==> config.mk <==
export PLATFORM = sky130hd
export DESIGN_NAME = mont_axil_regs_flat
export DESIGN_NICKNAME = d
export VERILOG_FILES = /design/src/design/mont_pkg.sv /design/src/design/mont_ctl_if.sv /design/src/design/mont_axil_regs.sv /design/src/flat_wrapper.sv
export SDC_FILE = /design/constraint.sdc
export NUM_CORES = 1
export LEC_CHECK = 0
export BUFFER_PORTS_ARGS = -buffer_cell sky130_fd_sc_hd__buf_2
export CAP_MARGIN = 15
export CORE_MARGIN = 4
export CORE_UTILIZATION = 30
export DETAILED_ROUTE_END_ITERATION = 8
export PLACE_DENSITY = 0.6
export RECOVER_POWER = 50
export SYNTH_ARGS = -nofsm -noshare
export SYNTH_HDL_FRONTEND = slang
export SYNTH_SLANG_ARGS = --single-unit
==> constraint.sdc <==
create_clock -name i_clk -period 1.6 [get_ports i_clk]
set_clock_uncertainty 0.05 [all_clocks]
set_input_delay 0.24 -clock i_clk [delete_from_list [all_inputs] [get_ports i_clk]]
set_output_delay 0.24 -clock i_clk [all_outputs]
set_load 0.01 [all_outputs]
==> src/design/mont_pkg.sv <==
`default_nettype none

package mont_pkg;

  // Operand geometry for the word-array multiplier
  localparam int WRD_BITS = 16;
  localparam int NUM_WRDS = 4;
  localparam int DAT_BITS = WRD_BITS * NUM_WRDS;

  typedef logic [DAT_BITS-1:0]   dat_t;
  typedef logic [2*DAT_BITS-1:0] wide_t;
  typedef logic [31:0]           iter_t;
  typedef logic [31:0]           axil_data_t;
  typedef logic [7:0]            axil_addr_t;

  // Multiplier modes, one-hot
  typedef enum logic [2:0] {
    SQR   = 3'b001,
    MUL_L = 3'b010,
    MUL_H = 3'b100
  } mult_ctl_t;

  // Core sequencer states, one-hot
  typedef enum logic [5:0] {
    IDLE     = 6'b000001,
    SQR_STEP = 6'b000010,
    RED_LO   = 6'b000100,
    RED_HI   = 6'b001000,
    FIX      = 6'b010000,
    DONE     = 6'b100000
  } sqr_state_t;

  // Register offsets on the AXI4-Lite slave
  typedef enum logic [7:0] {
    CTRL    = 8'h00,
    STATUS  = 8'h04,
    OPND_LO = 8'h08,
    OPND_HI = 8'h0C,
    ITER    = 8'h10,
    RES_LO  = 8'h14,
    RES_HI  = 8'h18
  } reg_addr_t;

  typedef enum logic [1:0] {
    OKAY   = 2'b00,
    SLVERR = 2'b10
  } axil_resp_t;

  // Returns -p^-1 mod 2^64 for an odd p
  // Newton steps double the number of correct low bits, starting from 3
  function automatic dat_t mont_factor(input dat_t p);
    dat_t inv;
    inv = p;
    for (int i = 0; i < 5; i++) begin
      inv = inv * (64'd2 - p * inv);
    end
    return -inv;
  endfunction

endpackage

`default_nettype wire

==> src/design/mont_ctl_if.sv <==
`timescale 1ns/10ps
`default_nettype none

// Command and status path between the register block and the core
interface mont_ctl_if;
  import mont_pkg::*;

  // One-cycle start command from the register block
  logic  start;
  // Held stable while start is high and while the core is busy
  dat_t  operand;
  iter_t iter_count;

  // Busy from the core spans the whole run including the done cycle
  logic  busy;
  logic  done_pulse;
  dat_t  result;

  modport host (
    output start, operand, iter_count,
    input  busy, done_pulse, result
  );

  modport core (
    input  start, operand, iter_count,
    output busy, done_pulse, result
  );

endinterface

`default_nettype wire

==> src/design/mont_axil_regs.sv <==
`timescale 1ns/10ps
`default_nettype none

module mont_axil_regs (
  input  logic                 i_clk,
  input  logic                 i_rst,
  input  logic                 i_awvalid,
  output logic                 o_awready,
  input  mont_pkg::axil_addr_t i_awaddr,
  input  logic                 i_wvalid,
  output logic                 o_wready,
  input  mont_pkg::axil_data_t i_wdata,
  input  logic [3:0]           i_wstrb,
  output logic                 o_bvalid,
  input  logic                 i_bready,
  output mont_pkg::axil_resp_t o_bresp,
  input  logic                 i_arvalid,
  output logic                 o_arready,
  input  mont_pkg::axil_addr_t i_araddr,
  output logic                 o_rvalid,
  input  logic                 i_rready,
  output mont_pkg::axil_data_t o_rdata,
  output mont_pkg::axil_resp_t o_rresp,
  mont_ctl_if.host             ctl
);
  import mont_pkg::*;

  dat_t       opnd_q;
  iter_t      iter_q;
  dat_t       res_q;
  logic       done_q;
  reg_addr_t  wr_addr;
  reg_addr_t  rd_addr;
  logic       wr_en;
  logic       rd_en;
  logic       wr_err;
  logic       rd_err;
  logic       start_req;
  axil_data_t rd_word;

  assign wr_addr = reg_addr_t'(i_awaddr);
  assign rd_addr = reg_addr_t'(i_araddr);
  assign wr_en   = o_awready & i_awvalid & i_wvalid;
  assign rd_en   = o_arready & i_arvalid;

  // Operand and count are locked while the core runs
  always_comb begin
    wr_err    = 1'b0;
    start_req = 1'b0;
    case (wr_addr)
      CTRL:                   start_req = i_wstrb[0] & i_wdata[0] & ~ctl.busy;
      STATUS, RES_LO, RES_HI: wr_err = 1'b0;
      OPND_LO, OPND_HI, ITER: wr_err = ctl.busy;
      default:                wr_err = 1'b1;
    endcase
  end

  always_comb begin
    rd_word = '0;
    rd_err  = 1'b0;
    case (rd_addr)
      CTRL:    rd_word = '0;
      STATUS:  rd_word = {30'd0, done_q, ctl.busy};
      OPND_LO: rd_word = opnd_q[31:0];
      OPND_HI: rd_word = opnd_q[63:32];
      ITER:    rd_word = iter_q;
      RES_LO:  rd_word = res_q[31:0];
      RES_HI:  rd_word = res_q[63:32];
      default: rd_err = 1'b1;
    endcase
  end

  // Ready pulses for one cycle, and never while a response is still pending
  always_ff @(posedge i_clk or posedge i_rst) begin
    if (i_rst) begin
      o_awready <= 1'b0;
      o_wready  <= 1'b0;
      o_bvalid  <= 1'b0;
      o_arready <= 1'b0;
      o_rvalid  <= 1'b0;
      ctl.start <= 1'b0;
      done_q    <= 1'b0;
    end else begin
      o_awready <= i_awvalid & i_wvalid & ~o_awready & ~o_bvalid;
      o_wready  <= i_awvalid & i_wvalid & ~o_awready & ~o_bvalid;
      o_arready <= i_arvalid & ~o_arready & ~o_rvalid;
      ctl.start <= wr_en & start_req;
      if (wr_en) begin
        o_bvalid <= 1'b1;
      end else if (i_bready) begin
        o_bvalid <= 1'b0;
      end
      if (rd_en) begin
        o_rvalid <= 1'b1;
      end else if (i_rready) begin
        o_rvalid <= 1'b0;
      end
      // Done stays set until the next run is launched
      if (ctl.done_pulse) begin
        done_q <= 1'b1;
      end else if (ctl.start) begin
        done_q <= 1'b0;
      end
    end
  end

  always_ff @(posedge i_clk) begin
    if (wr_en) begin
      o_bresp <= wr_err ? SLVERR : OKAY;
    end
    if (rd_en) begin
      o_rdata <= rd_word;
      o_rresp <= rd_err ? SLVERR : OKAY;
    end
    for (int b = 0; b < 4; b++) begin
      if (wr_en && !wr_err && i_wstrb[b]) begin
        case (wr_addr)
          OPND_LO: opnd_q[8*b +: 8]      <= i_wdata[8*b +: 8];
          OPND_HI: opnd_q[32 + 8*b +: 8] <= i_wdata[8*b +: 8];
          ITER:    iter_q[8*b +: 8]      <= i_wdata[8*b +: 8];
          default: ;
        endcase
      end
    end
    if (ctl.done_pulse) begin
      res_q <= ctl.result;
    end
  end

  assign ctl.operand    = opnd_q;
  assign ctl.iter_count = iter_q;

  a_bvalid_hold: assert property (@(posedge i_clk) disable iff (i_rst)
    o_bvalid && !i_bready |=> o_bvalid && $stable(o_bresp))
    else $error("write response dropped before bready");

  a_rvalid_hold: assert property (@(posedge i_clk) disable iff (i_rst)
    o_rvalid && !i_rready |=> o_rvalid && $stable(o_rdata) && $stable(o_rresp))
    else $error("read response dropped before rready");

endmodule

`default_nettype wire

==> src/flat_wrapper.sv <==
// flat-port wrapper written by rule: the top's interface ports become plain ports
module mont_axil_regs_flat import mont_pkg::*;
  (i_clk, i_rst, i_awvalid, o_awready, i_awaddr, i_wvalid, o_wready, i_wdata, i_wstrb, o_bvalid, i_bready, o_bresp, i_arvalid, o_arready, i_araddr, o_rvalid, i_rready, o_rdata, o_rresp, ctl_start, ctl_operand, ctl_iter_count, ctl_busy, ctl_done_pulse, ctl_result);
  mont_ctl_if ctl_i ();
  input  logic i_clk;
  input  logic i_rst;
  input  logic i_awvalid;
  output logic o_awready;
  input  mont_pkg::axil_addr_t i_awaddr;
  input  logic i_wvalid;
  output logic o_wready;
  input  mont_pkg::axil_data_t i_wdata;
  input  logic [3:0] i_wstrb;
  output logic o_bvalid;
  input  logic i_bready;
  output mont_pkg::axil_resp_t o_bresp;
  input  logic i_arvalid;
  output logic o_arready;
  input  mont_pkg::axil_addr_t i_araddr;
  output logic o_rvalid;
  input  logic i_rready;
  output mont_pkg::axil_data_t o_rdata;
  output mont_pkg::axil_resp_t o_rresp;
  output wire logic [$bits(ctl_i.start)-1:0] ctl_start;
  output wire logic [$bits(ctl_i.operand)-1:0] ctl_operand;
  output wire logic [$bits(ctl_i.iter_count)-1:0] ctl_iter_count;
  input wire logic [$bits(ctl_i.busy)-1:0] ctl_busy;
  input wire logic [$bits(ctl_i.done_pulse)-1:0] ctl_done_pulse;
  input wire logic [$bits(ctl_i.result)-1:0] ctl_result;
  assign ctl_start = ctl_i.start;
  assign ctl_operand = ctl_i.operand;
  assign ctl_iter_count = ctl_i.iter_count;
  assign ctl_i.busy = ctl_busy;
  assign ctl_i.done_pulse = ctl_done_pulse;
  assign ctl_i.result = ctl_result;
  mont_axil_regs u_core (.i_clk(i_clk), .i_rst(i_rst), .i_awvalid(i_awvalid), .o_awready(o_awready), .i_awaddr(i_awaddr), .i_wvalid(i_wvalid), .o_wready(o_wready), .i_wdata(i_wdata), .i_wstrb(i_wstrb), .o_bvalid(o_bvalid), .i_bready(i_bready), .o_bresp(o_bresp), .i_arvalid(i_arvalid), .o_arready(o_arready), .i_araddr(i_araddr), .o_rvalid(o_rvalid), .i_rready(i_rready), .o_rdata(o_rdata), .o_rresp(o_rresp), .ctl(ctl_i));
endmodule
Word-level counts from Yosys, hierarchy flattened
Cells that the tools add are included.
{"block": "word_totals", "regBits": 202, "output_inout_bits": 138, "word_cells": 87}
{"block": "classes", "n_eq_ne": 12, "n_mux": 11, "n_bitwise": 16, "reduce_logical": 26}
{"operator": "32-bit case mux with 6 select lines", "n": 1}
{"operator": "8-bit by 5-bit == test with 1-bit output (second input constant)", "n": 6}
{"operator": "8-bit by 4-bit == test with 1-bit output (second input constant)", "n": 4}
{"operator": "2-bit AND reduction", "n": 12}
{"operator": "8-bit by 3-bit == test with 1-bit output (second input constant)", "n": 2}
{"operator": "8-bit zero test", "n": 2}
{"operator": "1-bit AND", "n": 11}
{"operator": "1-bit two-way mux", "n": 7}
{"operator": "7-bit OR reduction", "n": 1}
{"operator": "2-bit nonzero test", "n": 3}
{"operator": "1-bit logical AND", "n": 5}
{"operator": "1-bit NOT", "n": 5}
{"operator": "2-bit two-way mux", "n": 2}
{"operator": "4-bit OR reduction", "n": 1}
{"operator": "3-bit OR reduction", "n": 1}
{"operator": "1-bit case mux with 2 select lines", "n": 1}
{"operator": "1-bit zero test", "n": 1}

Depth between registers and ports, before layout
Gate-level depths: netlist of run 1.
{"block": "logic_depth", "depth_word": 7, "mapped_depth": 5}

Least setup slack after synthesis of run 1
Ideal clock, no wire load.
{"block": "synth_timing", "kind": "input-to-reg", "startpoint": "in i_awaddr[0]", "endpoint": "reg u_core.opnd_q[32] (netlist: u_core.ctl.operand[32]) (enable)", "arrival_time_ns": 1.421, "t_required_ns": 1.218, "setup_slack_ns": -0.203, "path_stages": 3, "cell_sequence": "or4_4 -> nor4_2 -> and2_1"}
{"block": "synth_between", "elab_chain_len": 7}
{"element": "start, declared", "line": "flat_wrapper.sv:9", "source": "input mont_pkg::axil_addr_t i_awaddr;"}
{"element": "8-bit by 3-bit == test with 1-bit output (tied with other cells)", "line": "mont_axil_regs.sv:50", "source": "case (wr_addr)"}
{"element": "4-bit OR reduction (no source line) / 3-bit OR reduction (equally long branches)"}
{"element": "1-bit case mux with 2 select lines", "line": "mont_axil_regs.sv:50"}
{"element": "1-bit zero test", "line": "mont_axil_regs.sv:116", "source": "if (wr_en && !wr_err && i_wstrb[b]) begin"}
{"element": "1-bit logical AND (2 in series)", "line": "mont_axil_regs.sv:116"}
{"element": "2-bit AND reduction (no source line) (*)"}
{"element": "end signal, assigned by index", "line": "mont_axil_regs.sv:118", "source": "OPND_LO: opnd_q[8*b +: 8] <= i_wdata[8*b +: 8];"}
{"element": "end signal, assigned by index", "line": "mont_axil_regs.sv:119", "source": "OPND_HI: opnd_q[32 + 8*b +: 8] <= i_wdata[8*b +: 8];"}
{"element": "end, declared", "line": "mont_axil_regs.sv:28", "source": "dat_t opnd_q;"}
Every way passes the cells marked *; elsewhere a longest branch is shown, timed or not.
A chain may end at the register's enable or synchronous reset.

Final worst setup path of run 1
{"block": "layout_timing", "startpoint": "reg u_core.o_awready", "endpoint": "reg u_core.iter_q[31] (netlist: u_core.ctl.iter_count[31]) (enable)"}
{"block": "layout_between", "elab_chain_len": 5}
{"element": "start, declared", "line": "mont_axil_regs.sv:8", "source": "output logic o_awready,"}
{"element": "start signal, assigned", "line": "mont_axil_regs.sv:84", "source": "o_awready <= i_awvalid & i_wvalid & ~o_awready & ~o_bvalid;"}
{"element": "1-bit AND (2 in series)", "line": "mont_axil_regs.sv:43", "source": "assign wr_en = o_awready & i_awvalid & i_wvalid;"}
{"element": "1-bit logical AND (2 in series)", "line": "mont_axil_regs.sv:116"}
{"element": "2-bit AND reduction (no source line)"}
{"element": "end signal, assigned by index", "line": "mont_axil_regs.sv:120", "source": "ITER: iter_q[8*b +: 8] <= i_wdata[8*b +: 8];"}
{"element": "end, declared", "line": "mont_axil_regs.sv:29", "source": "iter_t iter_q;"}
No other way between the ends.

==> impl_results.md, run 1 <==
* Fraction of layout cells with a size suffix above 1 at 36.7%
* Most frequent cell after synthesis: edfxtp_1
* CP cell instances: nand4b_1, nor4_4, buf_6, and3_4
* Total global routing overflow at 0
* Worst R2R Path Depth at 4
* Syn. warnings at 0
* Minimum clock period at 1.55 ns
* IO Count at 263
* Worst-path clk slew at 0.07 ns
* Worst r2r dst: u_core.ctl.iter_count[31]$_DFFE_PP_
* Least-Margin Pin Slew at 1.02 ns
* Final antenna-violating net count at 0
* Row count at 58
* CTS H-tree depth at 4
* Worst setup SP type: flop
* Crit. End Element: flop
* DR pass1 iterations at 5
* Post-synth top area share at 76.1%
* Cell count after synthesis at 443
* Starting Density at 30.5%
* Vias at 5601
* DIE AREA at 28100 um^2
* Post-synth EDFFs at 194
* Worst Path Required at 1.68 ns
* Final Hold Vio Count at 0
* MaxCap Viol Count at 0
* Post-Route WL at 24.4 mm
* Mapped Avg Cell Area at 17.3 um^2
* Tcrit/Tclk final at 96.9%
* DRT iter0 DRCs at 469
* Max Fclk at 0.645 GHz
* CTS buffer count at 17
* Mapped cell area at 7650 um^2
* Top cells by area, synth: edfxtp_1, mux2i_1, nand3_1
* HPWL after detailed placement at 17.1 mm
* First-pass GRT wire length at 35.9 mm
* Final WS setup at 0.0492 ns
* Max Slew Vio Count at 0
* Worst Path Arrival at 1.63 ns
* Setup slack at placement at -0.467 ns
* Antenna diodes at 0
* # clock sinks at 200
* Status: finished, final reports clean
* Post-synth top area cell: edfxtp_1
* PD cells at 1000 nW/um^2
* Post-Route Utilization at 44.2%
* DR vias/cell at 4.82
* Area grow syn2layout at 45.1%
* RR Startpoint: u_core.o_awready$_DFF_PP0_
* Layout net count at 944
* Main flop type after synthesis: edfxtp_1
* CP Class: reg -> reg
* CP max-delay cell: dfrtp_1
* Routability cong. at 0.792
* Most frequent cells after synthesis: edfxtp_1, nand3_1, a2bb2oi_1, mux2i_1, o211ai_1
* GR Util All Layers at 17.1%
* Vias in the first global route at 5738
* Flops & latches, synth at 200
* Setup violators final at 0
* Synth async-reset ratio at 3.00%
* Final Power at 11100 uW
* Port Buffer Count at 260
* Type of the tightest min-delay check: in -> reg
* RSZ-0062 raised after global routing: yes
* Drc violations at 0
* Wire per inst at 21.0 um
* Cell variety after synth at 38
* Clk buf depth at 2
* Worst-Skew Late Latency at 0.42 ns
* Max-slew headroom at 32.0%
* Core ar. at 25100 um^2
* Hold path startpoint: i_bready
* CTS tree: done
* Clk root buf: clkbuf_16
* Proportion of synthesized chip area in sequential cells at 78.1%
* Peak supply drop at 0.697 mV
* Setup slack, reg-to-reg at 0.05 ns
* Die Y at 168 um
* Worst Hold Endpoint: u_core.o_bvalid$_DFFE_PP0P_
* Hold Crit Depth at 3
* Largest net degree at the start of global routing at 66
* Worst path max stage delay at 0.35 ns
* Pleak at 0.00424 uW
* Initial antenna violation count at 0
* Maximum fanout along the worst path at 9
* Die width at 168 um
## area by class of cell
type                            instances  area [um^2]
Clock inverter                         14          158
Sequential cell                       200         5980
Inverter                                4         15.0
Tap cell                              330          413
Clock buffer                           18          429
Timing Repair Buffer                  387         2520
Fill cell                            2318        14000
Multi-Input combinational cell        209         1600
## cells by family after synthesis
group | after synthesis | synth area share, %
flops | 200 | 78.1
simple gates | 103 | 8.14
compound gates | 71 | 7.40
buf+inv | 35 | 1.99
mux | 33 | 4.35
other cells | 1 | 0.0490
## state kept, by name, indices dropped and copies added (netlist names)
register and count:
u_core.o_bvalid 1, u_core.o_bresp 1, u_core.ctl.operand 64, u_core.o_rdata 32, u_core.ctl.start 1, u_core.ctl.iter_count 32
u_core.res_q 64, u_core.done_q 1, u_core.o_awready 1, u_core.o_rresp 1, u_core.o_arready 1, u_core.o_rvalid 1
## where the power goes
group | switching, uW | internal [uW]
combinational | 411 | 441
sequential | 54.9 | 5930
clock | 2070 | 2230
total | 2530 | 8600
## metal layers
metal | global-route usage [%] | routed length, um | vias to the layer above
met5 | 0 | 0 | -
li1 | - | - | 2535
met3 | 4.20 | 1800 | 22
met1 | 22.4 | 10100 | 2768
met2 | 29.2 | 12300 | 276
met4 | 3.56 | 308 | 0
## cell usage in the layout (no fill, tap or decap), drive strengths merged
cell | Yosys | layout
clkinv | 0 | 4
mux2 | 2 | 2
and2 | 5 | 5
and3 | 9 | 9
nor3b | 2 | 2
and3b | 2 | 2
and4 | 1 | 1
bufinv | 0 | 1
nor4bb | 1 | 1
or4 | 1 | 1
a31oi | 2 | 2
a311oi | 1 | 1
a31o | 1 | 1
a2bb2oi | 31 | 31
nand2b | 1 | 1
dfrtp | 6 | 6
inv | 4 | 12
conb | 1 | 2
nor4b | 2 | 2
clkbuf | 19 | 62
clkinvlp | 0 | 1
nor2 | 2 | 2
o211ai | 31 | 31
edfxtp | 194 | 194
a21o | 3 | 3
nand2 | 3 | 3
nor4 | 4 | 4
nand3b | 2 | 2
nand4b | 2 | 2
mux2i | 31 | 31
buf | 12 | 246
dlygate4sd3 | 0 | 97
nor2b | 4 | 4
nand3 | 61 | 61
o21ai | 2 | 2
nor3 | 1 | 1
## critical path, delay by kind of cell, from the launching register on
family / cells / cell delay [ns]
buffers and inverters: 1 / 0.18
and+or+nand+nor: 3 / 0.67
DFF: 1 / 0.35
## through the flow
step | TNS (ns) | cell area (um^2) | hold WS (ns) | std cells
6_report | 0 | 11100 | 0.0225 | 1162
5_1_grt | -0.254 | 11100 | 0.00244 | 1162
4_1_cts | -1.28 | 11100 | 0.00100 | 1159
3_5_place_dp | -42.48 | 9590 | 0.123 | 1033
3_3_place_gp | -38.62 | 9590 | 0.124 | 1033
2_1_floorplan | -16.36 | 7670 | -0.0190 | 444
## worst max-delay path by stage
stage | startpoint | cells after the start | slack (ns) | to
final | u_core.o_awready$_DFF_PP0_ | 4 | 0.05 | u_core.ctl.iter_count[31]$_DFFE_PP_
after global routing | u_core.o_awready$_DFF_PP0_ | 4 | -0.02 | u_core.ctl.iter_count[31]$_DFFE_PP_
after CTS | u_core.o_awready$_DFF_PP0_ | 4 | -0.05 | u_core.ctl.operand[31]$_DFFE_PP_
after detailed placement | i_awaddr[0] | 5 | -0.47 | u_core.ctl.iter_count[25]$_DFFE_PP_
after global placement | i_awaddr[0] | 5 | -0.44 | u_core.ctl.operand[11]$_DFFE_PP_
after floorplan | i_awaddr[0] | 3 | -0.19 | u_core.ctl.iter_count[0]$_DFFE_PP_
## timing repair
item	in CTS	in global routing
gates resized for setup	4	7
buffers inserted	0	0
cloned	0	0
hold buffers	94	3
endpoints found under the hold margin	155	9
pin swaps	2	5
endpoints found under the setup margin	80	80
Note: power is estimated with default switching activity, not from simulation.
==> inputs of run 2 (changes only) <==
- CORE_ASPECT_RATIO: not set -> 1.75
==> impl_results.md, run 2 (same netlist as run 1, synthesis figures left out) <==
* Minimum clock period at 1.57 ns (was 1.55 ns)
* Worst path max stage delay at 0.35 ns (about the same)
* Worst r2r dst: u_core.ctl.operand[45]$_DFFE_PP_ (was u_core.ctl.iter_count[31]$_DFFE_PP_)
* Post-Route WL at 25.7 mm (was 24.4 mm)
* Maximum fanout along the worst path at 8 (was 9)
* RSZ-0062 raised after global routing: yes (unchanged)
* Fraction of layout cells with a size suffix above 1 at 37.3% (was 36.7%)
* Vias at 5576 (was 5601)
* CP Class: reg -> reg (unchanged)
* Initial antenna violation count at 3 (was 0)
* Least-Margin Pin Slew at 1.03 ns (was 1.02 ns)
* Vias in the first global route at 5939 (was 5738)
* Row count at 77 (was 58)
* DR vias/cell at 4.83 (was 4.82)
* Worst Path Required at 1.69 ns (was 1.68 ns)
* Max-slew headroom at 31.6% (was 32.0%)
* DRT iter0 DRCs at 237 (was 469)
* Hold path startpoint: i_wstrb[0] (was i_bready)
* Most common cell after layout, fill and taps aside: buf_2 (unchanged)
* Starting Density at 30.3% (was 30.5%)
* RR Startpoint: u_core.o_awready$_DFF_PP0_ (unchanged)
* Most frequent cells in the layout: buf_2, edfxtp_1, dlygate4sd3_1, nand3_1, clkbuf_1 (unchanged)
* Core ar. at 25200 um^2 (was 25100 um^2)
* CTS H-tree depth at 4 (unchanged)
* Clk root buf: clkbuf_16 (unchanged)
* Combinational Power Share at 8.2% (was 7.7%)
* Worst Path Arrival at 1.65 ns (was 1.63 ns)
* Worst-path clk slew at 0.07 ns (about the same)
* Cell count after placement at 1021 (was 1033)
* Max Fclk at 0.639 GHz (was 0.645 GHz)
* IO Count at 263 (unchanged)
* # clock sinks at 200 (unchanged)
* Type of the tightest min-delay check: in -> reg (unchanged)
* PD cells at 976 nW/um^2 (was 1000 nW/um^2)
* Area grow syn2layout at 46.1% (was 45.1%)
* Worst R2R Path Depth at 5 (was 4)
* Peak supply drop at 0.909 mV (was 0.697 mV)
* Worst setup SP type: flop (unchanged)
* Routability cong. at 0.820 (was 0.792)
* Switching share of power at 22.7% (about the same)
* Crit. End Element: flop (unchanged)
* Clk buf depth at 2 (unchanged)
* Worst Hold Endpoint: u_core.ctl.start$_DFF_PP0_ (was u_core.o_bvalid$_DFFE_PP0P_)
* Setup violators final at 0 (unchanged)
* Finished Layout Cells at 1154 (was 1162)
* Switching power of the nets at 2480 uW (was 2530 uW)
* Final Hold Vio Count at 0 (unchanged)
* Power Internal at 8430 uW (was 8600 uW)
* Largest net degree at the start of global routing at 66 (unchanged)
* Wire per inst at 22.3 um (was 21.0 um)
* Worst-Skew Late Latency at 0.44 ns (was 0.42 ns)
* Post-CTS Setup Bufs at 0 (unchanged)
* Drc violations at 0 (unchanged)
* Setup slack, reg-to-reg at 0.03 ns (was 0.05 ns)
* Die width at 129 um (was 168 um)
* Total global routing overflow at 0 (unchanged)
* Max Slew Vio Count at 0 (unchanged)
* Final antenna-violating net count at 0 (unchanged)
* DR pass1 iterations at 7 (was 5)
* Pleak at 0.00428 uW (was 0.00424 uW)
* Die Y at 219 um (was 168 um)
* Clock network power share at 37.0% (was 38.6%)
* DIE AREA at 28200 um^2 (was 28100 um^2)
* CTS tree: done (unchanged)
* Hold Crit Depth at 2 (was 3)
* Part of the power in registers at 54.9% (was 53.7%)
* CTS buffer count at 17 (unchanged)
* CP max-delay cell: dfrtp_1 (unchanged)
* MaxCap Viol Count at 0 (unchanged)
* CP cell instances: nand4b_1, buf_6, nor4_4, buf_4, and2_4 (was nand4b_1, nor4_4, buf_6, and3_4)
* First-pass GRT wire length at 37.0 mm (was 35.9 mm)
* GR Util All Layers at 18.2% (was 17.1%)
* Layout net count at 950 (was 944)
* Worst hold slack at 0.0747 ns (was 0.0225 ns)
* HPWL after detailed placement at 18.8 mm (was 17.1 mm)
* Port Buffer Count at 260 (unchanged)
* Tcrit/Tclk final at 97.8% (was 96.9%)
* Status: finished, final reports clean (unchanged)
-- run 2: changes by cell type in the layout (fill, tap and decap cells not counted), moves of 2 or more --
cell / delta
buf_12: +4
buf_2: +9
buf_4: -2
clkbuf_1: -7
clkbuf_2: -2
clkinv_2: -2
clkinv_4: +4
dlygate4sd3_1: +4
inv_6: -2
-- run 2: layout make-up --
type                       instances  area (um^2)
inverter                           4         15.0
clock buffer                      18          429
timing repair buffer             393         2640
clock inverter                    13          119
antenna                            1         2.50
fill                            2282        14100
multi-input combinational        209         1610
sequential                       200         5980
tap                              316          395
-- run 2: critical path, delay by kind of cell (launching register included) --
kind / cells / cell delay (ns)
and+or+nand+nor: 3 / 0.54
DFF: 1 / 0.35
buffers and inverters: 2 / 0.32
-- run 2: power groups by stage --
stage / Sequential, uW / Combinational, uW / Clock, uW
after global routing: 6000 / 961 / 4300
after detailed placement: 6100 / 706 / 0
after global placement: 6100 / 696 / 0
after floorplan: 6110 / 245 / 0
after CTS: 5980 / 906 / 4110
final: 5990 / 893 / 4030
-- run 2: worst max path at each step --
stage | end | from | depth (start not counted)
6_report | u_core.ctl.operand[45]$_DFFE_PP_ | u_core.o_awready$_DFF_PP0_ | 5
3_3_place_gp | u_core.ctl.operand[15]$_DFFE_PP_ | i_awaddr[0] | 5
5_1_grt | u_core.ctl.operand[8]$_DFFE_PP_ | u_core.o_awready$_DFF_PP0_ | 5
2_1_floorplan | u_core.ctl.iter_count[0]$_DFFE_PP_ | i_awaddr[0] | 3
4_1_cts | u_core.ctl.operand[8]$_DFFE_PP_ | u_core.o_awready$_DFF_PP0_ | 5
3_5_place_dp | u_core.ctl.operand[10]$_DFFE_PP_ | i_awaddr[0] | 5
-- run 2: what timing repair did --
action                     4_1_cts  5_1_grt
hold endpoints to repair       167        3
gates cloned                     0        0
setup endpoints to repair       77       96
gates resized for setup         10        3
hold buffers                   100        1
pin swaps                        1        5
-- run 2: metrics by stage --
stage | util, % | cell area, um^2 | setup slack (ns) | total power [uW] | setup TNS (ns)
floorplan | - | 7670 | -0.188 | 6350 | -16.36
global placement | 38.1 | 9620 | -0.440 | 6790 | -36.66
detailed placement | 38.1 | 9620 | -0.468 | 6810 | -39.87
CTS | 44.4 | 11200 | 0.000107 | 11000 | 0
global route | 44.3 | 11200 | -0.0406 | 11300 | -1.59
finish | 44.3 | 11200 | 0.0345 | 10900 | 0
-- run 2: per-layer routing --
| metal | routed length (um) | GRT usage (%) |
|---|---|---|
| met5 | 13 | 0 |
| met4 | 1200 | 9.36 |
| met3 | 1400 | 4.02 |
| met2 | 14700 | 34.8 |
| met1 | 8370 | 17.8 |
